[src/matrix_ctrl_consts.svh]
// ---------------------------------------------------------------------------
// Panel geometry, address widths and command characters of the LED matrix
// controller. Include wherever one of these constants is needed.
// ---------------------------------------------------------------------------
`ifndef MATRIX_CTRL_CONSTS_SVH
`define MATRIX_CTRL_CONSTS_SVH

// 32 x 64 panel, two bytes per pixel
`define MATRIX_ROWS         32
`define MATRIX_COLS         64
`define ROW_BITS            5
`define COL_BITS            6
`define BYTE_SEL_BITS       1
`define RAM_ADDR_BITS       12

`define BRIGHTNESS_LEVELS   6

// single-byte commands
`define CMD_RED_ON          "R"
`define CMD_RED_OFF         "r"
`define CMD_GREEN_ON        "G"
`define CMD_GREEN_OFF       "g"
`define CMD_BLUE_ON         "B"
`define CMD_BLUE_OFF        "b"
`define CMD_PLANES_OFF      "0"
`define CMD_PLANE_FIRST     "1"
`define CMD_PLANES_ON       "9"

// commands with arguments or a sweep
`define CMD_LEVEL           "T"
`define CMD_PIXEL           "P"
`define CMD_BLANK           "Z"
`define CMD_FILL            "F"

`endif

[src/matrix_ctrl_pkg.sv]
// ---------------------------------------------------------------------------
// Types shared by the matrix controller blocks: frame RAM address views,
// brightness plane enables and the dispatcher states.
// ---------------------------------------------------------------------------
`default_nettype none

`include "matrix_ctrl_consts.svh"

package matrix_ctrl_pkg;

    // byte_sel 1 holds the high colour byte of a pixel
    typedef struct packed {
        logic [`ROW_BITS-1:0]      row;
        logic [`COL_BITS-1:0]      col;
        logic [`BYTE_SEL_BITS-1:0] byte_sel;
    } ram_addr_fields_t;

    typedef union packed {
        logic [`RAM_ADDR_BITS-1:0] flat;
        ram_addr_fields_t          fields;
    } ram_addr_u;

    typedef logic [`BRIGHTNESS_LEVELS-1:0] brightness_t;

    typedef enum logic [1:0] {
        idle,
        level,
        pixel,
        fill
    } cmd_state_e;

endpackage

`default_nettype wire

[src/panel_settings.sv]
// ---------------------------------------------------------------------------
// Colour enables and brightness bit planes, updated by single-byte commands
// and by the argument of T. Brightness settles one cycle after its pending copy.
// ---------------------------------------------------------------------------
`default_nettype none
`timescale 1ns/1ps

`include "matrix_ctrl_consts.svh"

module panel_settings
    import matrix_ctrl_pkg::*;
(
    input  wire         clk_in,
    input  wire         reset,
    input  wire  [7:0]  rx_byte,
    input  wire         cmd_strobe,
    input  wire         level_strobe,
    output logic [2:0]  rgb_enable,
    output brightness_t brightness_enable
);

    brightness_t brightness_pend;
    brightness_t toggle_mask;

    // digit n flips plane BRIGHTNESS_LEVELS-n
    always_comb begin
        toggle_mask = '0;
        for (int n = 1; n <= `BRIGHTNESS_LEVELS; n++) begin
            if (rx_byte == 8'(`CMD_PLANE_FIRST + n - 1)) begin
                toggle_mask[`BRIGHTNESS_LEVELS-n] = 1'b1;
            end
        end
    end

    always_ff @(posedge clk_in or posedge reset) begin
        if (reset) begin
            rgb_enable        <= 3'b111;
            brightness_pend   <= '1;
            brightness_enable <= '1;
        end else begin
            brightness_enable <= brightness_pend;
            if (level_strobe) begin
                brightness_pend <= rx_byte[`BRIGHTNESS_LEVELS-1:0];
            end else if (cmd_strobe) begin
                case (rx_byte)
                    `CMD_RED_ON:     rgb_enable[0] <= 1'b1;
                    `CMD_RED_OFF:    rgb_enable[0] <= 1'b0;
                    `CMD_GREEN_ON:   rgb_enable[1] <= 1'b1;
                    `CMD_GREEN_OFF:  rgb_enable[1] <= 1'b0;
                    `CMD_BLUE_ON:    rgb_enable[2] <= 1'b1;
                    `CMD_BLUE_OFF:   rgb_enable[2] <= 1'b0;
                    `CMD_PLANES_OFF: brightness_pend <= '0;
                    `CMD_PLANES_ON:  brightness_pend <= '1;
                    // unknown bytes leave the mask empty
                    default:         brightness_pend <= brightness_pend ^ toggle_mask;
                endcase
            end
        end
    end

endmodule

`default_nettype wire

[src/pixel_writer.sv]
// ---------------------------------------------------------------------------
// Engine for P: takes row, column, high and low colour bytes, then writes the
// two bytes of that pixel in consecutive cycles, high byte first.
// ---------------------------------------------------------------------------
`default_nettype none
`timescale 1ns/1ps

`include "matrix_ctrl_consts.svh"

module pixel_writer
    import matrix_ctrl_pkg::*;
(
    input  wire        clk_in,
    input  wire        reset,
    input  wire  [7:0] rx_byte,
    input  wire        pixel_strobe,
    output logic       pixel_we,
    output ram_addr_u  pixel_addr,
    output logic [7:0] pixel_data,
    output logic       pixel_done
);

    localparam logic [1:0] wr_idle  = 2'd0;
    localparam logic [1:0] wr_armed = 2'd1;
    localparam logic [1:0] wr_high  = 2'd2;
    localparam logic [1:0] wr_low   = 2'd3;

    logic [1:0]           arg_idx;
    logic [1:0]           wr_phase;
    logic [`ROW_BITS-1:0] row_q;
    logic [`COL_BITS-1:0] col_q;
    logic [7:0]           hi_q;
    logic [7:0]           lo_q;

    always_ff @(posedge clk_in or posedge reset) begin
        if (reset) begin
            arg_idx  <= 2'd0;
            wr_phase <= wr_idle;
        end else begin
            if (pixel_strobe) begin
                arg_idx <= arg_idx + 2'd1;
            end
            case (wr_phase)
                wr_idle:  if (pixel_strobe && arg_idx == 2'd3) wr_phase <= wr_armed;
                wr_armed: wr_phase <= wr_high;
                wr_high:  wr_phase <= wr_low;
                default:  wr_phase <= wr_idle;
            endcase
        end
    end

    // argument bytes in arrival order
    always_ff @(posedge clk_in) begin
        if (pixel_strobe) begin
            case (arg_idx)
                2'd0:    row_q <= rx_byte[`ROW_BITS-1:0];
                2'd1:    col_q <= rx_byte[`COL_BITS-1:0];
                2'd2:    hi_q  <= rx_byte;
                default: lo_q  <= rx_byte;
            endcase
        end
    end

    always_comb begin
        pixel_addr = '0;
        pixel_data = 8'd0;
        if (wr_phase[1]) begin
            pixel_addr.fields.row      = row_q;
            pixel_addr.fields.col      = col_q;
            pixel_addr.fields.byte_sel = ~wr_phase[0];
            pixel_data                 = wr_phase[0] ? lo_q : hi_q;
        end
    end

    assign pixel_we   = wr_phase[1];
    assign pixel_done = (wr_phase == wr_low);

    // dispatcher holds off new bytes until the pixel is written
    a_no_strobe_in_write: assert property (@(posedge clk_in) disable iff (reset)
        pixel_strobe |-> (wr_phase == wr_idle));

endmodule

`default_nettype wire

[src/panel_filler.sv]
// ---------------------------------------------------------------------------
// Engine for Z and F: sweeps every frame RAM byte once, writing zero for Z
// or the two-byte colour taken from the F arguments.
// ---------------------------------------------------------------------------
`default_nettype none
`timescale 1ns/1ps

`include "matrix_ctrl_consts.svh"

module panel_filler
    import matrix_ctrl_pkg::*;
(
    input  wire        clk_in,
    input  wire        reset,
    input  wire  [7:0] rx_byte,
    input  wire        fill_strobe,
    input  wire        blank_start,
    output logic       fill_we,
    output ram_addr_u  fill_addr,
    output logic [7:0] fill_data,
    output logic       fill_done
);

    localparam logic [`RAM_ADDR_BITS-1:0] last_addr =
        `RAM_ADDR_BITS'(`MATRIX_ROWS * `MATRIX_COLS * (1 << `BYTE_SEL_BITS) - 1);

    logic                      sweeping;
    logic [`RAM_ADDR_BITS-1:0] sweep_count;
    logic                      arg_second;
    logic [7:0]                hi_q;
    logic [7:0]                lo_q;

    always_ff @(posedge clk_in or posedge reset) begin
        if (reset) begin
            sweeping    <= 1'b0;
            sweep_count <= '0;
            arg_second  <= 1'b0;
        end else begin
            if (sweeping) begin
                sweep_count <= sweep_count + 1'b1;
                if (sweep_count == last_addr) begin
                    sweeping <= 1'b0;
                end
            end
            if (fill_strobe) begin
                arg_second <= ~arg_second;
            end
            // low colour byte or Z both kick off a sweep from address 0
            if (blank_start || (fill_strobe && arg_second)) begin
                sweeping    <= 1'b1;
                sweep_count <= '0;
            end
        end
    end

    always_ff @(posedge clk_in) begin
        if (blank_start) begin
            hi_q <= 8'd0;
            lo_q <= 8'd0;
        end else if (fill_strobe) begin
            if (arg_second) begin
                lo_q <= rx_byte;
            end else begin
                hi_q <= rx_byte;
            end
        end
    end

    always_comb begin
        fill_addr = '0;
        fill_data = 8'd0;
        if (sweeping) begin
            fill_addr.flat = sweep_count;
            // odd addresses take the high byte
            fill_data = fill_addr.fields.byte_sel[0] ? hi_q : lo_q;
        end
    end

    assign fill_we   = sweeping;
    assign fill_done = sweeping && (sweep_count == last_addr);

    a_no_start_mid_sweep: assert property (@(posedge clk_in) disable iff (reset)
        (blank_start || fill_strobe) |-> !sweeping);

endmodule

`default_nettype wire

[src/cmd_dispatcher.sv]
// ---------------------------------------------------------------------------
// Receives bytes from the serial side, tracks the active command and strobes
// the settings block and write engines. The RAM write port follows the state.
// ---------------------------------------------------------------------------
`default_nettype none
`timescale 1ns/1ps

`include "matrix_ctrl_consts.svh"

module cmd_dispatcher
    import matrix_ctrl_pkg::*;
(
    input  wire                        clk_in,
    input  wire                        reset,
    input  wire  [7:0]                 data_rx,
    input  wire                        data_ready_n,
    input  wire                        pixel_we,
    input  wire  ram_addr_u            pixel_addr,
    input  wire  [7:0]                 pixel_data,
    input  wire                        pixel_done,
    input  wire                        fill_we,
    input  wire  ram_addr_u            fill_addr,
    input  wire  [7:0]                 fill_data,
    input  wire                        fill_done,
    output logic [7:0]                 rx_byte,
    output logic                       cmd_strobe,
    output logic                       level_strobe,
    output logic                       pixel_strobe,
    output logic                       fill_strobe,
    output logic                       blank_start,
    output logic [`RAM_ADDR_BITS-1:0]  ram_address,
    output logic [7:0]                 ram_data_out,
    output logic                       ram_write_enable,
    output logic                       busy,
    output logic                       ready_for_data
);

    // index of the argument that starts the RAM writes
    localparam logic [1:0] pixel_last_arg = 2'd3;
    localparam logic [1:0] fill_last_arg  = 2'd1;

    cmd_state_e state;
    logic       rx_valid;
    logic       hold;
    logic [1:0] arg_count;

    always_ff @(posedge clk_in or posedge reset) begin
        if (reset) begin
            rx_valid <= 1'b0;
        end else begin
            rx_valid <= ~data_ready_n && ready_for_data;
        end
    end

    always_ff @(posedge clk_in) begin
        if (~data_ready_n && ready_for_data) begin
            rx_byte <= data_rx;
        end
    end

    assign cmd_strobe   = rx_valid && (state == idle);
    assign level_strobe = rx_valid && (state == level);
    assign pixel_strobe = rx_valid && (state == pixel);
    assign fill_strobe  = rx_valid && (state == fill);
    assign blank_start  = cmd_strobe && (rx_byte == `CMD_BLANK);

    always_ff @(posedge clk_in or posedge reset) begin
        if (reset) begin
            state     <= idle;
            hold      <= 1'b0;
            arg_count <= 2'd0;
        end else begin
            case (state)
                idle: begin
                    arg_count <= 2'd0;
                    if (cmd_strobe) begin
                        case (rx_byte)
                            `CMD_LEVEL: state <= level;
                            `CMD_PIXEL: state <= pixel;
                            `CMD_FILL:  state <= fill;
                            `CMD_BLANK: begin
                                state <= fill;
                                hold  <= 1'b1;
                            end
                            default: ;
                        endcase
                    end
                end
                level: if (level_strobe) state <= idle;
                pixel: begin
                    if (pixel_strobe) begin
                        arg_count <= arg_count + 2'd1;
                        hold      <= (arg_count == pixel_last_arg);
                    end
                    if (pixel_done) begin
                        state <= idle;
                        hold  <= 1'b0;
                    end
                end
                default: begin
                    if (fill_strobe) begin
                        arg_count <= arg_count + 2'd1;
                        hold      <= (arg_count == fill_last_arg);
                    end
                    if (fill_done) begin
                        state <= idle;
                        hold  <= 1'b0;
                    end
                end
            endcase
        end
    end

    always_comb begin
        ram_write_enable = 1'b0;
        ram_address      = '0;
        ram_data_out     = 8'd0;
        case (state)
            pixel: begin
                ram_write_enable = pixel_we;
                ram_address      = pixel_addr.flat;
                ram_data_out     = pixel_data;
            end
            fill: begin
                ram_write_enable = fill_we;
                ram_address      = fill_addr.flat;
                ram_data_out     = fill_data;
            end
            default: ;
        endcase
    end

    assign busy           = (state != idle);
    assign ready_for_data = ~hold;

    a_no_engine_write_idle: assert property (@(posedge clk_in) disable iff (reset)
        (state == idle) |-> !(pixel_we || fill_we));

    a_no_byte_when_held: assert property (@(posedge clk_in) disable iff (reset)
        !data_ready_n |-> ready_for_data);

endmodule

`default_nettype wire

[src/matrix_ctrl_top.sv]
// ---------------------------------------------------------------------------
// LED matrix command controller. Bytes come in from a serial receiver and
// the frame RAM write port goes out to an external memory.
// ---------------------------------------------------------------------------
`default_nettype none
`timescale 1ns/1ps

`include "matrix_ctrl_consts.svh"

module matrix_ctrl_top
    import matrix_ctrl_pkg::*;
(
    input  wire                        clk_in,
    input  wire                        reset,
    input  wire  [7:0]                 data_rx,
    input  wire                        data_ready_n,
    output logic [2:0]                 rgb_enable,
    output brightness_t                brightness_enable,
    output logic [`RAM_ADDR_BITS-1:0]  ram_address,
    output logic [7:0]                 ram_data_out,
    output logic                       ram_write_enable,
    output logic                       busy,
    output logic                       ready_for_data
);

    logic [7:0] rx_byte;
    logic       cmd_strobe;
    logic       level_strobe;
    logic       pixel_strobe;
    logic       fill_strobe;
    logic       blank_start;
    logic       pixel_we;
    ram_addr_u  pixel_addr;
    logic [7:0] pixel_data;
    logic       pixel_done;
    logic       fill_we;
    ram_addr_u  fill_addr;
    logic [7:0] fill_data;
    logic       fill_done;

    cmd_dispatcher u_dispatcher (
        .clk_in           (clk_in),
        .reset            (reset),
        .data_rx          (data_rx),
        .data_ready_n     (data_ready_n),
        .pixel_we         (pixel_we),
        .pixel_addr       (pixel_addr),
        .pixel_data       (pixel_data),
        .pixel_done       (pixel_done),
        .fill_we          (fill_we),
        .fill_addr        (fill_addr),
        .fill_data        (fill_data),
        .fill_done        (fill_done),
        .rx_byte          (rx_byte),
        .cmd_strobe       (cmd_strobe),
        .level_strobe     (level_strobe),
        .pixel_strobe     (pixel_strobe),
        .fill_strobe      (fill_strobe),
        .blank_start      (blank_start),
        .ram_address      (ram_address),
        .ram_data_out     (ram_data_out),
        .ram_write_enable (ram_write_enable),
        .busy             (busy),
        .ready_for_data   (ready_for_data)
    );

    panel_settings u_settings (
        .clk_in            (clk_in),
        .reset             (reset),
        .rx_byte           (rx_byte),
        .cmd_strobe        (cmd_strobe),
        .level_strobe      (level_strobe),
        .rgb_enable        (rgb_enable),
        .brightness_enable (brightness_enable)
    );

    pixel_writer u_pixel (
        .clk_in       (clk_in),
        .reset        (reset),
        .rx_byte      (rx_byte),
        .pixel_strobe (pixel_strobe),
        .pixel_we     (pixel_we),
        .pixel_addr   (pixel_addr),
        .pixel_data   (pixel_data),
        .pixel_done   (pixel_done)
    );

    panel_filler u_filler (
        .clk_in      (clk_in),
        .reset       (reset),
        .rx_byte     (rx_byte),
        .fill_strobe (fill_strobe),
        .blank_start (blank_start),
        .fill_we     (fill_we),
        .fill_addr   (fill_addr),
        .fill_data   (fill_data),
        .fill_done   (fill_done)
    );

endmodule

`default_nettype wire

[config.mk]
export PLATFORM = sky130hd
export DESIGN_NAME = matrix_ctrl_top
export DESIGN_NICKNAME = d
export VERILOG_FILES = /design/src/matrix_ctrl_pkg.sv /design/src/panel_settings.sv /design/src/pixel_writer.sv /design/src/panel_filler.sv /design/src/cmd_dispatcher.sv /design/src/matrix_ctrl_top.sv
export VERILOG_INCLUDE_DIRS = /design/src
export SDC_FILE = /design/constraint.sdc
export NUM_CORES = 1
export LEC_CHECK = 0
export ABC_AREA = 0
export BUFFER_PORTS_ARGS = -buffer_cell sky130_fd_sc_hd__buf_4
export CAP_MARGIN = 20
export CORE_ASPECT_RATIO = 0.6
export CORE_UTILIZATION = 56
export DETAILED_ROUTE_END_ITERATION = 16
export PLACE_DENSITY = 0.79
export SETUP_SLACK_MARGIN = 0.02
export SLEW_MARGIN = 20
export SYNTH_ARGS = -nofsm -noshare
export SYNTH_HDL_FRONTEND = slang
export SYNTH_SLANG_ARGS = --single-unit
[constraint.sdc]
create_clock -name clk_in -period 2.08 [get_ports clk_in]
set_input_delay 0.208 -clock clk_in [delete_from_list [all_inputs] [get_ports clk_in]]
set_output_delay 0.208 -clock clk_in [all_outputs]
set_load 0.03 [all_outputs]
==> flow_metrics.py <==
metrics = {
    "yosys": {
        "synth-edff-count": 35,
        "yosysWarnings": 0,
        "synthCells": 404,
        "avgSynthCellArea_um2": 10.6,
        "synth_xor_area_share_pct": 2.66,
        "synth_area_um2": 4280,
        "async_reset_ff_share_pct": 43.3,
        "yosys.area_share.simple_pct": 17.0,
        "synth_compound_area_share_pct": 12.6,
        "ys_types": 59,
        "ys_ff_latch": 90,
        "ys.flop_type": "edfxtp_1",
        "synth_top_family_by_area": "simple AND/OR/NAND/NOR gates",
        "synth_fp_nets": 430,
        "synthMuxAreaShare_pct": 4.73,
        "synthAdderAreaFrac_pct": 4.38,
        "ys_seq_area_share_pct": 55.3,
    },
    "final_layout": {
        "final_nets": 484,
        "final_cells": 567,
        "fillers": 540,
        "antenna_cells": 0,
        "drive_gt1_share_pct": 22.9,
        "layout_common_cells": "buf_4 (63), nand2_1 (62), edfxtp_1 (35)",
        "area_growth_pct": 20.0,
        "seq_area_um2": 2370,
        "stdcell_area_um2": 5140,
        "layout_commonest_cell": "buf_4",
        "post-route-util_pct": 70.1,
        "multiInputGateArea_um2": 1800,
    },
    "timing": {
        "period_share_pct": 98.2,
        "layout_setup_ws_ns": 0.0373,
        "fin_setup_tns_ns": 0,
        "hold_viol": 0,
        "maxSlewViolCount": 0,
        "fin_crit_ns": 2.04,
        "fmax_mhz": 490,
        "finalClockSkew_ns": 0.00735,
        "rsz0062_at_grt": "true",
        "setup_viol": 0,
        "slew_headroom_pct": 54.5,
        "tightest_slew_ns": 0.680,
        "whs_ns": 0.00162,
    },
    "setup_path": {
        "crit_chain": "ha_1 > nand2_2 > o22ai_1 > buf_4",
        "cp_slowest_cell": "dfrtp_1",
        "worst_r2r_endpoint": "u_filler.hi_q[3]",
        "r2r_slack_ns": 0.10,
        "arrival_ns": 1.83,
        "criticalPathCategory": "reg -> out",
        "critPathMaxFanout": 10,
        "cp-end-kind": "output port",
        "cp-start-kind": "register",
        "reg2reg_depth": 5,
        "critical-path-max-stage-delay_ns": 0.48,
        "reg2reg_from": "u_dispatcher.state[1]",
        "required_ns": 1.87,
    },
    "floorplan": {
        "die_y_um": 69.7,
        "ios": 43,
        "rows": 24,
        "die_x_um": 115,
        "die-area_um2": 8010,
        "start_util_pct": 58.4,
        "core_um2": 7330,
    },
    "job": {
        "drv_cap": 0,
    },
    "placement": {
        "post-place-ws_ns": 0.194,
        "place.gp.congestion": 0.849,
        "hpwl_um": 7230,
        "place_area_um2": 4790,
        "dp.cells": 551,
        "io_buffers": 42,
    },
    "routing": {
        "drt_first_iter_violations": 281,
        "dr.pass1.iters": 5,
        "avgViaCountPerCell": 5.97,
        "ant_nets": 0,
        "vias": 3387,
        "drcViolationCount": 0,
        "routedWlPerCell_um": 18.8,
        "wl_um": 10700,
    },
    "global_route": {
        "grt_usage_pct": 28.8,
        "first_global_vias": 3219,
        "grt_antenna_before_repair": 0,
        "grt_use_met3_pct": 8.22,
        "use_met2_pct": 41.5,
        "grt_pass1_wl_um": 16900,
        "overflow": 0,
        "grt.met1_usage_pct": 41.8,
        "top_usage_layer": "met1",
        "grt_start_max_net_pins": 40,
    },
    "clock_tree": {
        "postCtsSetupRepairBufs": 0,
        "clockBufferDepth": 2,
        "clockRootBuffer": "clkbuf_16",
        "clkSlewWorstSetupHoldPaths_ns": 0.07,
        "clkSinkCount": 90,
        "clk_latency_ns": 0.34,
        "cts_tree": "yes",
        "cts-buffers-inserted": 9,
        "h-tree-depth": 3,
    },
    "pwr": {
        "leakage_nw": 2.11,
        "ir_drop_v": 0.000801,
        "power_density_nw_per_um2": 1040,
        "power.total_mw": 5.33,
    },
    "worst_hold_path": {
        "hold_path_class": "in -> async",
    },
    "status": {
        "status": "finished clean",
    },
}
[synthesized netlist by cell type, types with 3 or more instances]
| cell type | number | share of area [%] |
|---|---|---|
| dfrtp_1 | 24 | 14 |
| o22ai_1 | 11 | 1.6 |
| mux2i_1 | 18 | 4.2 |
| a21oi_1 | 21 | 2.5 |
| inv_1 | 15 | 1.3 |
| and3_1 | 8 | 1.2 |
| nor2b_1 | 4 | 0.58 |
| nor2_1 | 32 | 2.8 |
| edfxtp_1 | 35 | 25 |
| ha_1 | 15 | 4.4 |
| buf_2 | 6 | 0.70 |
| a22o_1 | 12 | 2.5 |
| nand2_1 | 64 | 5.6 |
| o31ai_1 | 4 | 0.70 |
| nor3_1 | 9 | 1.1 |
| dfxtp_1 | 16 | 7.5 |
| and2_1 | 3 | 0.44 |
| nand4b_1 | 3 | 0.61 |
| nand3_1 | 4 | 0.47 |
| clkbuf_1 | 11 | 0.96 |
| xnor2_1 | 6 | 1.2 |
| o21ai_0 | 16 | 1.9 |
| nand4_1 | 3 | 0.44 |
| dfstp_2 | 15 | 9.2 |
| xor2_1 | 7 | 1.4 |
[sequential cells by signal, summed over array words and instances, names as in the netlist]
| signal | cells |
|---|---|
| u_dispatcher.arg_count | 2 |
| u_dispatcher.hold | 1 |
| u_dispatcher.rx_byte | 8 |
| u_dispatcher.rx_valid | 1 |
| u_dispatcher.state | 2 |
| u_filler.arg_second | 1 |
| u_filler.fill_we | 1 |
| u_filler.hi_q | 8 |
| u_filler.lo_q | 8 |
| u_filler.sweep_count | 12 |
| u_pixel.arg_idx | 2 |
| u_pixel.col_q | 6 |
| u_pixel.hi_q | 8 |
| u_pixel.lo_q | 8 |
| u_pixel.row_q | 5 |
| u_pixel.wr_phase | 2 |
| u_settings.brightness_enable | 6 |
| u_settings.brightness_pend | 6 |
| u_settings.rgb_enable | 3 |
[cell families (layout without fill, tap and decap cells)]
family | count (synthesis) | in the layout
adder cells (fa/ha/maj) | 15 | 15
multiplexers | 20 | 20
AND/OR/NAND/NOR | 149 | 149
XOR/XNOR | 13 | 13
flip-flops | 90 | 90
AO/OA/AOI/OAI | 82 | 82
buffers and inverters | 35 | 94
[metal layers]
layer | vias up | part of all wire [%]
met5 | - | 0
met3 | 17 | 9.2
met2 | 164 | 46
met1 | 1654 | 44
li1 | 1552 | -
met4 | 0 | 1.2
[worst max path at each step]
| stage | from | endpoint | cells past startpoint |
|---|---|---|---|
| final | u_dispatcher.state[1] | ram_data_out[5] | 4 |
| after CTS | u_dispatcher.state[1] | ram_data_out[2] | 4 |
| after detailed placement | u_dispatcher.state[0] | ram_address[10] | 5 |
| after global placement | u_dispatcher.state[0] | ram_address[7] | 5 |
| after global routing | u_dispatcher.state[1] | u_filler.hi_q[3] | 5 |
| after floorplan | u_dispatcher.state[0] | ram_address[5] | 7 |
[area by class of cell]
class / count / share of cell area, %
timing repair buffer: 63 / 9.21
clock inverter: 5 / 1.14
sequential: 90 / 46.1
inverter: 15 / 1.10
tap: 104 / 2.53
clock buffer: 11 / 4.95
multi-input combinational: 279 / 35.0
[timing repair]
item | 4_1_cts | 5_1_grt
setup endpoints to repair | 20 | 20
pin swaps | 0 | 0
hold buffers | 0 | 0
gates resized for setup | 5 | 4
[critical path: cells and delay by family (launching register included)]
kind	cells	cell delay (ns)
compound gates	1	0.27
fa+ha+maj	1	0.33
buf+inv	1	0.20
flops	1	0.48
simple gates	1	0.20
[power by group]
group          switching (mW)  internal, mW  total [mW]
Clock                   0.690          1.01        1.70
Sequential              0.262          2.19        2.45
Combinational           0.698         0.484        1.18
Total                    1.65          3.68        5.33
Note: power is estimated with default switching activity, not from simulation.
